## config.mk

```make
export PLATFORM = sky130hd
export DESIGN_NAME = lsu
export DESIGN_NICKNAME = d
export VERILOG_FILES = /design/src/hdl/axi_lite_pkg.sv /design/src/hdl/lsu_pkg.sv /design/src/hdl/load_extend.sv /design/src/hdl/lsu.sv /design/src/hdl/store_align.sv
export SDC_FILE = /design/constraint.sdc
export NUM_CORES = 1
export LEC_CHECK = 0
export BUFFER_PORTS_ARGS = -buffer_cell sky130_fd_sc_hd__buf_4
export CAP_MARGIN = 20
export CORE_ASPECT_RATIO = 1.4
export CORE_MARGIN = 10
export CORE_UTILIZATION = 38
export DETAILED_ROUTE_END_ITERATION = 12
export PLACE_DENSITY = 0.89
export SLEW_MARGIN = 20
export SYNTH_ARGS = -nofsm -noshare
export SYNTH_HDL_FRONTEND = slang
export SYNTH_SLANG_ARGS = --single-unit
```

## constraint.sdc

```tcl
create_clock -name clk -period 2.6 [get_ports clk]
set_clock_uncertainty 0.15 [all_clocks]
set_input_delay 0.26 -clock clk [delete_from_list [all_inputs] [get_ports clk]]
set_output_delay 0.26 -clock clk [all_outputs]
set_load 0.02 [all_outputs]
```

## src/hdl/axi_lite_pkg.sv

```systemverilog
package axi_lite_pkg;

	typedef logic [1:0] resp_t;
	typedef logic [2:0] size_t;

	localparam resp_t resp_okay = 2'b00;
	localparam resp_t resp_slverr = 2'b10;

	// bytes per beat as log2
	localparam size_t size_byte = 3'b000;
	localparam size_t size_half = 3'b001;
	localparam size_t size_word = 3'b010;

	localparam int unsigned sram_words = 256;
	localparam logic [31:0] sram_base = 32'h8000_0000;
	localparam int unsigned read_latency = 2; // ar accept to rvalid

endpackage

```

## src/hdl/lsu_pkg.sv

```systemverilog
package lsu_pkg;

	typedef logic [31:0] data_t;
	typedef logic [31:0] addr_t;
	typedef logic [4:0] reg_idx_t;
	typedef logic [3:0] strb_t; // one bit per byte lane

	typedef enum logic [2:0] {
		load_none   = 3'd0,
		load_byte   = 3'd1,
		load_half   = 3'd2,
		load_word   = 3'd3,
		load_byte_u = 3'd4,
		load_half_u = 3'd5
	} load_op_t;

	typedef enum logic [1:0] {
		store_none = 2'd0,
		store_byte = 2'd1,
		store_half = 2'd2,
		store_word = 2'd3
	} store_op_t;

	typedef enum logic [2:0] {
		s_idle,
		s_wait_ar,
		s_wait_r,
		s_wait_aw_w, // neither write channel taken yet
		s_wait_aw,
		s_wait_w,
		s_wait_b,
		s_wait_wb
	} lsu_state_t;

endpackage

```

## src/hdl/load_extend.sv

```systemverilog
module load_extend (
	input logic clk,
	input lsu_pkg::load_op_t load_op,
	input logic [1:0] offset,
	input lsu_pkg::data_t rdata,
	input logic capture,
	output lsu_pkg::data_t load_data
);

	logic [7:0] byte_sel;
	logic [15:0] half_sel;
	lsu_pkg::data_t extended;

	assign byte_sel = 8'(rdata >> {offset, 3'b000});
	assign half_sel = offset[1] ? rdata[31:16] : rdata[15:0]; // bit 0 ignored

	always_comb begin
		case (load_op)
			lsu_pkg::load_byte: begin
				extended = {{24{byte_sel[7]}}, byte_sel};
			end
			lsu_pkg::load_half: begin
				extended = {{16{half_sel[15]}}, half_sel};
			end
			lsu_pkg::load_byte_u: begin
				extended = {24'h000000, byte_sel};
			end
			lsu_pkg::load_half_u: begin
				extended = {16'h0000, half_sel};
			end
			default: begin
				extended = rdata; // word
			end
		endcase
	end

	// held here while writeback stalls
	always_ff @(posedge clk) begin
		if (capture) begin
			load_data <= extended;
		end
	end

endmodule

```

## src/hdl/lsu.sv

```systemverilog
module lsu (
	input logic clk,
	input logic rst,

	input logic req_valid,
	output logic req_ready,
	input lsu_pkg::load_op_t load_op,
	input lsu_pkg::store_op_t store_op,
	input lsu_pkg::data_t result,
	input lsu_pkg::data_t store_data,
	input lsu_pkg::reg_idx_t rd,
	input logic reg_write,

	output logic out_valid,
	input logic out_ready,
	output lsu_pkg::data_t out_result,
	output lsu_pkg::reg_idx_t out_rd,
	output logic out_reg_write,
	output logic out_fault,

	output lsu_pkg::addr_t araddr,
	output axi_lite_pkg::size_t arsize,
	output logic arvalid,
	input logic arready,
	input lsu_pkg::data_t rdata,
	input axi_lite_pkg::resp_t rresp,
	input logic rvalid,
	output logic rready,

	output lsu_pkg::addr_t awaddr,
	output logic awvalid,
	input logic awready,
	output lsu_pkg::data_t wdata,
	output lsu_pkg::strb_t wstrb,
	output logic wvalid,
	input logic wready,

	input axi_lite_pkg::resp_t bresp,
	input logic bvalid,
	output logic bready
);

	lsu_pkg::lsu_state_t state;
	lsu_pkg::lsu_state_t next_state;
	logic is_load;
	logic is_store;
	logic idle_req;
	logic fault;
	lsu_pkg::data_t load_data;

	function automatic lsu_pkg::lsu_state_t write_issue(logic aw_rdy, logic w_rdy);
		case ({aw_rdy, w_rdy})
			2'b11: return lsu_pkg::s_wait_b;
			2'b10: return lsu_pkg::s_wait_w;
			2'b01: return lsu_pkg::s_wait_aw;
			default: return lsu_pkg::s_wait_aw_w;
		endcase
	endfunction

	assign is_load = load_op != lsu_pkg::load_none;
	assign is_store = store_op != lsu_pkg::store_none;
	assign idle_req = state == lsu_pkg::s_idle && req_valid;

	assign arvalid = state == lsu_pkg::s_wait_ar || (idle_req && is_load);
	assign awvalid = state == lsu_pkg::s_wait_aw_w || state == lsu_pkg::s_wait_aw
		|| (idle_req && !is_load && is_store);
	assign wvalid = state == lsu_pkg::s_wait_aw_w || state == lsu_pkg::s_wait_w
		|| (idle_req && !is_load && is_store);
	assign rready = state == lsu_pkg::s_wait_r;
	assign bready = state == lsu_pkg::s_wait_b;

	// non-memory ops bypass straight to writeback
	assign out_valid = state == lsu_pkg::s_wait_wb || (idle_req && !is_load && !is_store);
	assign req_ready = out_valid && out_ready;
	assign out_result = is_load ? load_data : result;
	assign out_rd = rd;
	assign out_reg_write = reg_write;
	assign out_fault = fault && state == lsu_pkg::s_wait_wb;

	assign araddr = result;
	assign awaddr = result;

	always_comb begin
		case (load_op)
			lsu_pkg::load_byte, lsu_pkg::load_byte_u: arsize = axi_lite_pkg::size_byte;
			lsu_pkg::load_half, lsu_pkg::load_half_u: arsize = axi_lite_pkg::size_half;
			default: arsize = axi_lite_pkg::size_word;
		endcase
	end

	store_align i_store_align (
		.store_op(store_op),
		.offset(result[1:0]),
		.store_data(store_data),
		.wstrb(wstrb),
		.wdata(wdata)
	);

	load_extend i_load_extend (
		.clk(clk),
		.load_op(load_op),
		.offset(result[1:0]),
		.rdata(rdata),
		.capture(rvalid && rready), // accepted read beat
		.load_data(load_data)
	);

	always_comb begin
		next_state = state;
		case (state)
			lsu_pkg::s_idle: begin
				if (req_valid) begin
					if (is_load) begin
						next_state = arready ? lsu_pkg::s_wait_r : lsu_pkg::s_wait_ar;
					end else if (is_store) begin
						next_state = write_issue(awready, wready);
					end else if (!out_ready) begin
						next_state = lsu_pkg::s_wait_wb;
					end
				end
			end
			lsu_pkg::s_wait_ar: if (arready) next_state = lsu_pkg::s_wait_r;
			lsu_pkg::s_wait_r: if (rvalid) next_state = lsu_pkg::s_wait_wb; // any resp ends it
			lsu_pkg::s_wait_aw_w: next_state = write_issue(awready, wready);
			lsu_pkg::s_wait_aw: if (awready) next_state = lsu_pkg::s_wait_b;
			lsu_pkg::s_wait_w: if (wready) next_state = lsu_pkg::s_wait_b;
			lsu_pkg::s_wait_b: if (bvalid) next_state = lsu_pkg::s_wait_wb;
			lsu_pkg::s_wait_wb: if (out_ready) next_state = lsu_pkg::s_idle;
			default: next_state = lsu_pkg::s_idle;
		endcase
	end

	always_ff @(posedge clk) begin
		if (rst) begin
			state <= lsu_pkg::s_idle;
		end else begin
			state <= next_state;
		end
	end

	always_ff @(posedge clk) begin
		if (rst) begin
			fault <= 1'b0;
		end else if (state == lsu_pkg::s_idle) begin
			fault <= 1'b0;
		end else if (rvalid && rready) begin
			fault <= rresp != axi_lite_pkg::resp_okay;
		end else if (bvalid && bready) begin
			fault <= bresp != axi_lite_pkg::resp_okay;
		end
	end

endmodule

```

## src/hdl/store_align.sv

```systemverilog
module store_align (
	input lsu_pkg::store_op_t store_op,
	input logic [1:0] offset,
	input lsu_pkg::data_t store_data,
	output lsu_pkg::strb_t wstrb,
	output lsu_pkg::data_t wdata
);

	always_comb begin
		case (store_op)
			lsu_pkg::store_byte: begin
				wstrb = lsu_pkg::strb_t'(4'b0001 << offset);
				wdata = lsu_pkg::data_t'(store_data[7:0]) << {offset, 3'b000};
			end
			lsu_pkg::store_half: begin
				if (offset[1]) begin // upper half-word
					wstrb = 4'b1100;
					wdata = {store_data[15:0], 16'h0000};
				end else begin
					wstrb = 4'b0011;
					wdata = {16'h0000, store_data[15:0]};
				end
			end
			lsu_pkg::store_word: begin
				wstrb = 4'b1111;
				wdata = store_data;
			end
			default: begin
				wstrb = 4'b0000; // no lanes written
				wdata = store_data;
			end
		endcase
	end

endmodule

```

Word level (Yosys, flattened, before mapping)
Index checks and enable logic that the tools add are counted.
- register bits: 36
- ROM bits: 0
- memories kept: 0
- output and inout bits: 149
- memory bits (writable): 0
- logic and storage cells: 81
- bits of input ports: 120
- bits in latches: 0
- add/sub/neg operators: 0
- shift-type cells: 3
- order comparisons: 0
- bitwise gates (word level): 0
- multiply operators: 0
- reduce and logical (&&, ||, !) cells: 27
- eq/ne operators: 25
- muxes and demuxes: 23
- div/mod/pow operators: 0
- operators by type and width (cell ; count):
    $pmux 32 s4 ; 1
    $mux 32 ; 2
    $pmux 32 s2 ; 1
    $shl 8x5->32 ; 1
    $shr 32x5->8 ; 1
    $mux 3 ; 10
    $pmux 3 s8 ; 1
    $eq 3x3->1 const B ; 6
    $mux 16 ; 1
    $ne 2x2->1 const B ; 7
    $pmux 4 s3 ; 1
    $eq 3x2->1 const B ; 3
    $logic_and 1x1->1 ; 9
    $pmux 3 s3 ; 1
    $eq 2x2->1 const B ; 4
    $reduce_and 8->1 ; 1
    $reduce_bool 2->1 ; 4
    $eq 3x1->1 const B ; 2
    $logic_or 1x1->1 ; 6
    $reduce_or 2->1 ; 3
    $eq 2x1->1 const B ; 2
    $mux 4 ; 1
    $ne 4x4->1 const B ; 1
    $pmux 2 s2 ; 1
    other kinds (6) ; 8

Logic depth before layout (Yosys ltp)
Gate-level depths: netlist of run 1.
- depth in word-level cells: 6
- gate-level depth with buffers: 7
- gate-level depth less buffers: 6

Cells and area by module
Synthesis of run 1 repeated with hierarchy kept, for this count alone.
- cell total of the unflattened synthesis: 517
- area total of the unflattened synthesis: 4075.2 um2
- by module, submodules not included (module ; times used ; area each (um2) ; cells each ; seq. area each (um2)):
    load_extend ; 1 ; 2018.2 ; 183 ; 960.9
    lsu ; 1 ; 1455.1 ; 251 ; 80.1
    store_align ; 1 ; 601.8 ; 83 ; 0.0

Worst setup path before layout of run 1
Ideal clock, no wire load.
- kind: reg-to-reg
- from: register state[0]
- to: register fault
- required time: 2.364 ns
- library setup time: 0.086 ns
- data arrival time: 2.447 ns
- cell stages (with the launch flop): 5
- path slack: -0.084 ns
- cell sequence: dfxtp_1 nand2b_1 nor2_1 o21ai_0 a211oi_1
- longest elaborated chain between the ends: 3
- elaborated cells on any way between the ends: 8
- RTL lines (element ; RTL line ; RTL):
    start, declared ; lsu.sv:43 ; lsu_pkg::lsu_state_t state;
    start signal, assigned ; lsu.sv:135 ; state <= lsu_pkg::s_idle;
    start signal, assigned ; lsu.sv:137 ; state <= next_state;
    $eq 3x2->1 * ; lsu.sv:69 ; assign rready = state == lsu_pkg::s_wait_r;
    $logic_and 1x1->1 * ; - ;
    named net i_load_extend.capture ; load_extend.sv:6 ; input logic capture,
    $mux 1 or $reduce_bool 2->1 (tied branches) ; - ;
    end signal, assigned ; lsu.sv:147 ; fault <= rresp != axi_lite_pkg::resp_okay;
    end signal, assigned ; lsu.sv:149 ; fault <= bresp != axi_lite_pkg::resp_okay;
    end, declared ; lsu.sv:48 ; logic fault;
Mark *: on every way through the listed nets, which the timed path passes. The rest lies on a longest branch.
A chain may end at the register's enable or synchronous reset.

Worst setup path in the final report of run 1
- from: register state[0]
- to: output port req_ready
- longest elaborated chain between the ends: 6
- elaborated cells on any way between the ends: 7
- RTL lines (element ; RTL line ; RTL):
    $logic_not 3->1 ; lsu.sv:62 ; assign idle_req = state == lsu_pkg::s_idle && req_valid;
    $logic_and 1x1->1 ; lsu.sv:62 ;
    $logic_and 1x1->1 (2 in a row) ; lsu.sv:73 ; assign out_valid = state == lsu_pkg::s_wait_wb || (idle_req && !is_load && !is_store);
    $logic_or 1x1->1 * ; lsu.sv:73 ;
    $logic_and 1x1->1 * ; lsu.sv:74 ; assign req_ready = out_valid && out_ready;
    end, declared ; lsu.sv:6 ; output logic req_ready,
Mark *: on every way between the ends. The rest lies on a longest branch, timed or not.

==> flow_summary_export.csv, run 1 <==
group,metric,value,unit
run_status,status,"completed",
cts,cts.sinks,36,
worst_setup_path,critPathKind,"reg2out",
route,drt_iter0_drc,235,
worst_setup_path,worstSetupStartpointType,"flip-flop",
floorplanning,core,9460,um^2
sta,slew_viol_final,0,
cts,worstSkewPairLatency,0.28,ns
logic_synthesis,synth_area_leaders,"edfxtp_1 (26%), buf_4 (15%), nand2_1 (11%)",
logic_synthesis,syn_inst,467,
cts,cts_tree,"done",
cts,numCtsBuffers,5,
hold_path,hp-class,"in2reg",
logic_synthesis,synth_nets,594,
worst_setup_path,critPathMaxStageDelay,0.59,ns
logic_synthesis,ys.flop_type,"edfxtp_1",
cts,h-tree-depth,2,
global_routing,grt_use_total,19.9,%
layout,fin_nets,774,
route,post-route-drc-count,0,
layout,layout-drive-gt1-share,45.2,%
global_routing,first_global_vias,4237,
worst_setup_path,cp_cell_sequence,"nor3_1 -> a41o_1 -> and2_1 -> buf_4",
pwr,p_clk_share,22.7,%
placed_design,numPortBuffers,255,
hold_path,hold_depth,2,
pwr,powerDensity,559,nW/um^2
logic_synthesis,yosysUniqueCellTypes,56,
logic_synthesis,async_flop_share,0,%
worst_setup_path,cp_data_arrival_time,1.88,ns
floorplanning,die_h,136,um
sta,setup_viol,0,
cts,cts_resized,0,
sta,setup_tns,0,ns
floorplanning,num_rows,42,
pwr,pwr-share-seq,28.6,%
sta,max_freq,437,MHz
floorplanning,dieArea,14000,um^2
pwr,pwr-share-comb,48.7,%
logic_synthesis,syn_area_per_cell,7.85,um^2
logic_synthesis,synth_most_common_cell,"nand2_1",
logic_synthesis,synth_top_area_share,26.2,%
cts,hold_buffers,0,
placed_design,dp_hpwl,12.8,mm
worst_setup_path,slowest_stage,"nor3_1",
route,drt-total-wl,15.1,mm
sta,rsz0062_at_grt,"false",
logic_synthesis,yosys_warnings,0,
worst_setup_path,path_buf_inv,1,
cts,path_clk_slew,0.06,ns
layout,num-fill-cells,857,
placed_design,place_congestion,0.892,
pwr,swShare,38.1,%
logic_synthesis,syn_area,3670,um^2
route,ant_nets,0,
cts,cts-root-buf,"clkbuf_16",
worst_setup_path,r2r_cells,5,
floorplanning,die-width,103,um
global_routing,grt_pass1_wl,22.1,mm
route,first_pass_iters,4,
logic_synthesis,yosysTopAreaCell,"edfxtp_1",
layout,area_growth,45.8,%
pwr,p_sw,1.14,mW
logic_synthesis,synth_seq_cells,36,
global_routing,grt_start_max_net_pins,34,
pwr,internal-power,1.85,mW
job,cap_violations,0,
route,wl_per_cell,20.0,um
pwr,leakage,2.76,nW
logic_synthesis,synthTopCellsByCount,"nand2_1 (104), buf_4 (71), edfxtp_1 (32)",
layout,n_antenna_cell,0,
worst_setup_path,critPathCaptureType,"primary output",
layout,regArea,1040,um^2
cts,post_cts_buffers,0,
sta,tightest_slew,0.805,ns
sta,period_needed,2.29,ns
cts,clock_path_buffers,2,
floorplanning,initial_core_util,38.8,%
route,vias,4064,
worst_setup_path,path_depth,4,
global_routing,overflow,0,
floorplanning,io-pin-count,269,
logic_synthesis,synth_edf_count,32,
sta,timing.slew.headroom,46.0,%
global_routing,antenna_found_initial,0,
logic_synthesis,ys_seq_area_share,28.4,%
route,via_per_inst,5.36,
sta,final_hold_viol_count,0,
sta,hold_slack,0.0351,ns
worst_setup_path,crit_required,2.19,ns
worst_setup_path,crit_path_max_fanout,15,
worst_setup_path,critical-path-top-delay-family,"simple AND/OR/NAND/NOR gates",
sta,fin_crit_sh,88.0,%
pwr,ir_worst_vdd,0.000279,V
layout,multi_input_area,1890,um^2
layout by cell type, fill, tap and decap left out, types with 5 or more instances in the layout:
| cell type | Yosys | layout |
|---|---|---|
| and2_1 | 14 | 14 |
| nor3_1 | 7 | 6 |
| o32a_1 | 5 | 5 |
| nor2_1 | 16 | 15 |
| ha_1 | 7 | 7 |
| mux2i_1 | 5 | 5 |
| a21o_1 | 16 | 16 |
| nand2b_1 | 5 | 5 |
| clkbuf_16 | 0 | 5 |
| a22o_1 | 17 | 17 |
| a22oi_1 | 8 | 8 |
| o21ai_0 | 21 | 21 |
| a21oi_1 | 15 | 15 |
| o21a_1 | 10 | 10 |
| buf_4 | 71 | 267 |
| o221a_2 | 6 | 6 |
| inv_1 | 25 | 25 |
| edfxtp_1 | 32 | 32 |
| nand2_1 | 104 | 104 |
| o22a_1 | 6 | 6 |
worst paths after layout:
check	start	endpoint	slack, ns
setup / recovery	state[0]	req_ready	0.31
hold / removal	rst	state[0]	0.04
setup reg to reg	state[1]	fault	0.54
hold reg to reg	state[0]	state[0]	0.52
cell type report:
class | instances | share of cell area [%]
repair buffers | 267 | 37.5
clock buffers | 6 | 2.41
multi-input cells | 309 | 35.4
well taps | 110 | 2.57
inverters | 28 | 1.97
clock inverters | 2 | 0.655
flip-flops and latches | 36 | 19.5
flip-flops by register name, indices dropped and copies added, names as in the netlist:
register,cells
state,3
fault,1
i_load_extend.load_data,32
logic make-up (layout without fill, tap and decap cells):
logic type / count (synthesis) / after routing / synth area share, %
and+or+nand+nor: 162 / 162 / 19.5
muxes: 9 / 9 / 2.90
DFF: 36 / 36 / 28.4
buffers and inverters: 122 / 303 / 20.3
AOI/OAI and AO/OA: 128 / 128 / 25.9
xor gates and xnor gates: 2 / 2 / 0.478
other: 1 / 1 / 0.102
adders and majority gates: 7 / 7 / 2.39
per-layer routing:
layer	wire length [um]	global-route usage, %	vias up
met5	0	0	-
met4	242	6.28	0
met3	2070	8.99	19
met2	8010	37.8	261
met1	4810	18.0	1859
li1	-	-	1925
power by group through the flow:
stage | registers [mW] | logic (mW) | clock network (mW)
final | 0.855 | 1.45 | 0.677
after global routing | 0.870 | 1.56 | 0.703
after CTS | 0.854 | 1.46 | 0.679
after detailed placement | 0.865 | 1.46 | 0
after global placement | 0.864 | 1.43 | 0
after floorplan | 0.793 | 0.951 | 0
through the flow:
stage	power [mW]	cell area, um^2	setup WS, ns	cells	util, %
after global routing	3.13	5350	0.211	758	56.5
after detailed placement	2.32	5180	0.324	750	54.8
after CTS	3.00	5350	0.328	758	56.5
final	2.99	5350	0.312	758	56.5
after floorplan	1.74	3670	0.487	467	-
after global placement	2.30	5180	0.418	750	54.8
worst register-to-register path, stage by stage, from the launching register on:
cell and delay, ns:
dfxtp_1 0.60, nand2b_1 0.23, nor2_4 0.15, buf_4 0.39, o21ai_0 0.20, a211oi_1 0.26
No activity file was read; power rests on OpenSTA's default activity.
==> inputs of run 2 (changes only) <==
clock period = 2 ns   (was 2.6 ns; I/O delays follow)
==> flow_summary_export.csv, run 2 (synthesized netlist as in run 1, its figures left out) <==
group,metric,value,unit
run_status,status,"completed",
cts,clock_path_buffers,2,
layout,final_util,57.5,%
route,post-route-drc-count,0,
layout,final_common_cell,"buf_4",
global_routing,grt_start_max_net_pins,34,
global_routing,grt_pass1_wl,22.4,mm
global_routing,antenna_found_initial,0,
floorplanning,dieArea,14000,um^2
placed_design,dp_hpwl,12.9,mm
hold_path,hold_path_end,"i_load_extend.load_data[26]",
layout,area_growth,48.3,%
route,ant_nets,0,
placed_design,place_congestion,0.905,
worst_setup_path,crit_path_max_fanout,16,
sta,period_needed,1.91,ns
layout,n_antenna_cell,0,
global_routing,grt-busiest-layer,"met2",
route,vias,4127,
hold_path,worst_hold_startpoint,"rdata[26]",
layout,largestRegisters,"i_load_extend.load_data: 32 flops, state: 3 flops, fault: 1 flops",
cts,numCtsBuffers,5,
cts,path_clk_slew,0.06,ns
global_routing,overflow,0,
hold_path,hp-class,"in2reg",
worst_setup_path,r2r_slack,0.26,ns
layout,largest_register_ffs,32,
route,first_pass_iters,4,
cts,cts_tree,"done",
sta,final_hold_viol_count,0,
worst_setup_path,worstReg2RegEnd,"state[2]",
layout,final_area,5440,um^2
placed_design,placedCellCount,757,
sta,setup_viol,0,
pwr,leakage,2.79,nW
route,drt-total-wl,15.1,mm
placed_design,numPortBuffers,255,
sta,timing.slew.headroom,48.8,%
cts,cts-root-buf,"clkbuf_16",
global_routing,grt_use_total,20.1,%
route,via_per_inst,5.39,
pwr,powerDensity,702,nW/um^2
floorplanning,die-width,103,um
worst_setup_path,regToRegStartpoint,"state[2]",
sta,rsz0062_at_grt,"false",
sta,tightest_slew,0.763,ns
layout,layout-drive-gt1-share,46.7,%
floorplanning,initial_core_util,38.8,%
sta,max_freq,524,MHz
layout,num-fill-cells,862,
global_routing,use_met1,18.4,%
floorplanning,num_rows,42,
cts,h-tree-depth,2,
layout,final_cell_mix,"buf_4 (272), nand2_1 (103), edfxtp_1 (32)",
layout,largest_register,"i_load_extend.load_data",
worst_setup_path,cp_data_arrival_time,1.56,ns
cts,cts.sinks,36,
layout,fin_nets,782,
global_routing,gr-usage-met2,37.8,%
global_routing,grt_use_met3,8.74,%
worst_setup_path,critPathKind,"in2out",
floorplanning,die_h,136,um
route,drt_iter0_drc,212,
hold_path,hold_depth,2,
sta,fin_crit_sh,95.5,%
worst_setup_path,worstSetupStartpointType,"input pin",
worst_setup_path,critPathCaptureType,"primary output",
worst_setup_path,crit_required,1.65,ns
worst_setup_path,r2r_cells,4,
pwr,ir_worst_vdd,0.000409,V
route,wl_per_cell,19.8,um
placed_design,placed_area,5260,um^2
floorplanning,io-pin-count,269,
cts,worstSkewPairLatency,0.27,ns
job,cap_violations,0,
floorplanning,core,9460,um^2
sta,slew_viol_final,0,
layout,instances_no_fill,765,
global_routing,first_global_vias,4381,
-- run 2: what timing repair did --
action,4_1_cts,5_1_grt
setup endpoints to repair,9,19
endpoints found under the hold margin,1,0
resized for setup,4,8
buffers inserted,0,0
hold buffers,1,0
-- run 2: report_power, final --
group          internal, mW  total (mW)  switching, mW
logic                 0.899        1.98           1.08
registers             0.989        1.12          0.128
clock network         0.445       0.719          0.274
total                  2.33        3.82           1.48
-- run 2: metrics by stage --
step | power (mW) | setup WS (ns) | hold slack [ns] | setup TNS [ns]
after floorplan | 2.27 | 0.0577 | 0.119 | 0
after global placement | 3.06 | 0.0155 | 0.250 | 0
after detailed placement | 3.10 | -0.0668 | 0.250 | -0.811
after CTS | 3.82 | 0.0212 | 0.0654 | 0
after global routing | 4.04 | 0.00947 | 0.0707 | 0
final | 3.82 | 0.0900 | 0.0702 | 0
-- run 2: worst max path at each step --
stage                           start        end  slack, ns  depth (start not counted)
after CTS                 store_op[1]   wdata[0]       0.02                          7
after global placement    store_op[0]  wdata[31]       0.02                          8
final                      load_op[0]  arsize[1]       0.09                          6
after floorplan           store_op[0]  wdata[10]       0.06                          5
after global routing         state[1]  req_ready      0.009                          5
after detailed placement  store_op[0]  wdata[26]      -0.07                          8
-- run 2: final cells by class --
cell class | instances | area, um^2 | share of cell area (%)
Clock buffer | 5 | 125 | 2.30
Clock inverter | 2 | 7.51 | 0.138
Timing Repair Buffer | 275 | 2090 | 38.5
Sequential cell | 36 | 1050 | 19.3
Tap cell | 110 | 138 | 2.53
Multi-Input combinational cell | 309 | 1920 | 35.3
Inverter | 28 | 108 | 1.98
-- run 2: routing by layer --
layer | vias to the layer above | routed length [um]
li1 | 1935 | -
met1 | 1909 | 4710
met2 | 260 | 8030
met3 | 23 | 2100
met4 | 0 | 314
met5 | - | 0
-- run 2: worst max-delay path: stages --
cell	delay, ns
buf_4	0.14
or3_1	0.43
and2_1	0.25
inv_4	0.17
buf_4	0.19
buf_4	0.16
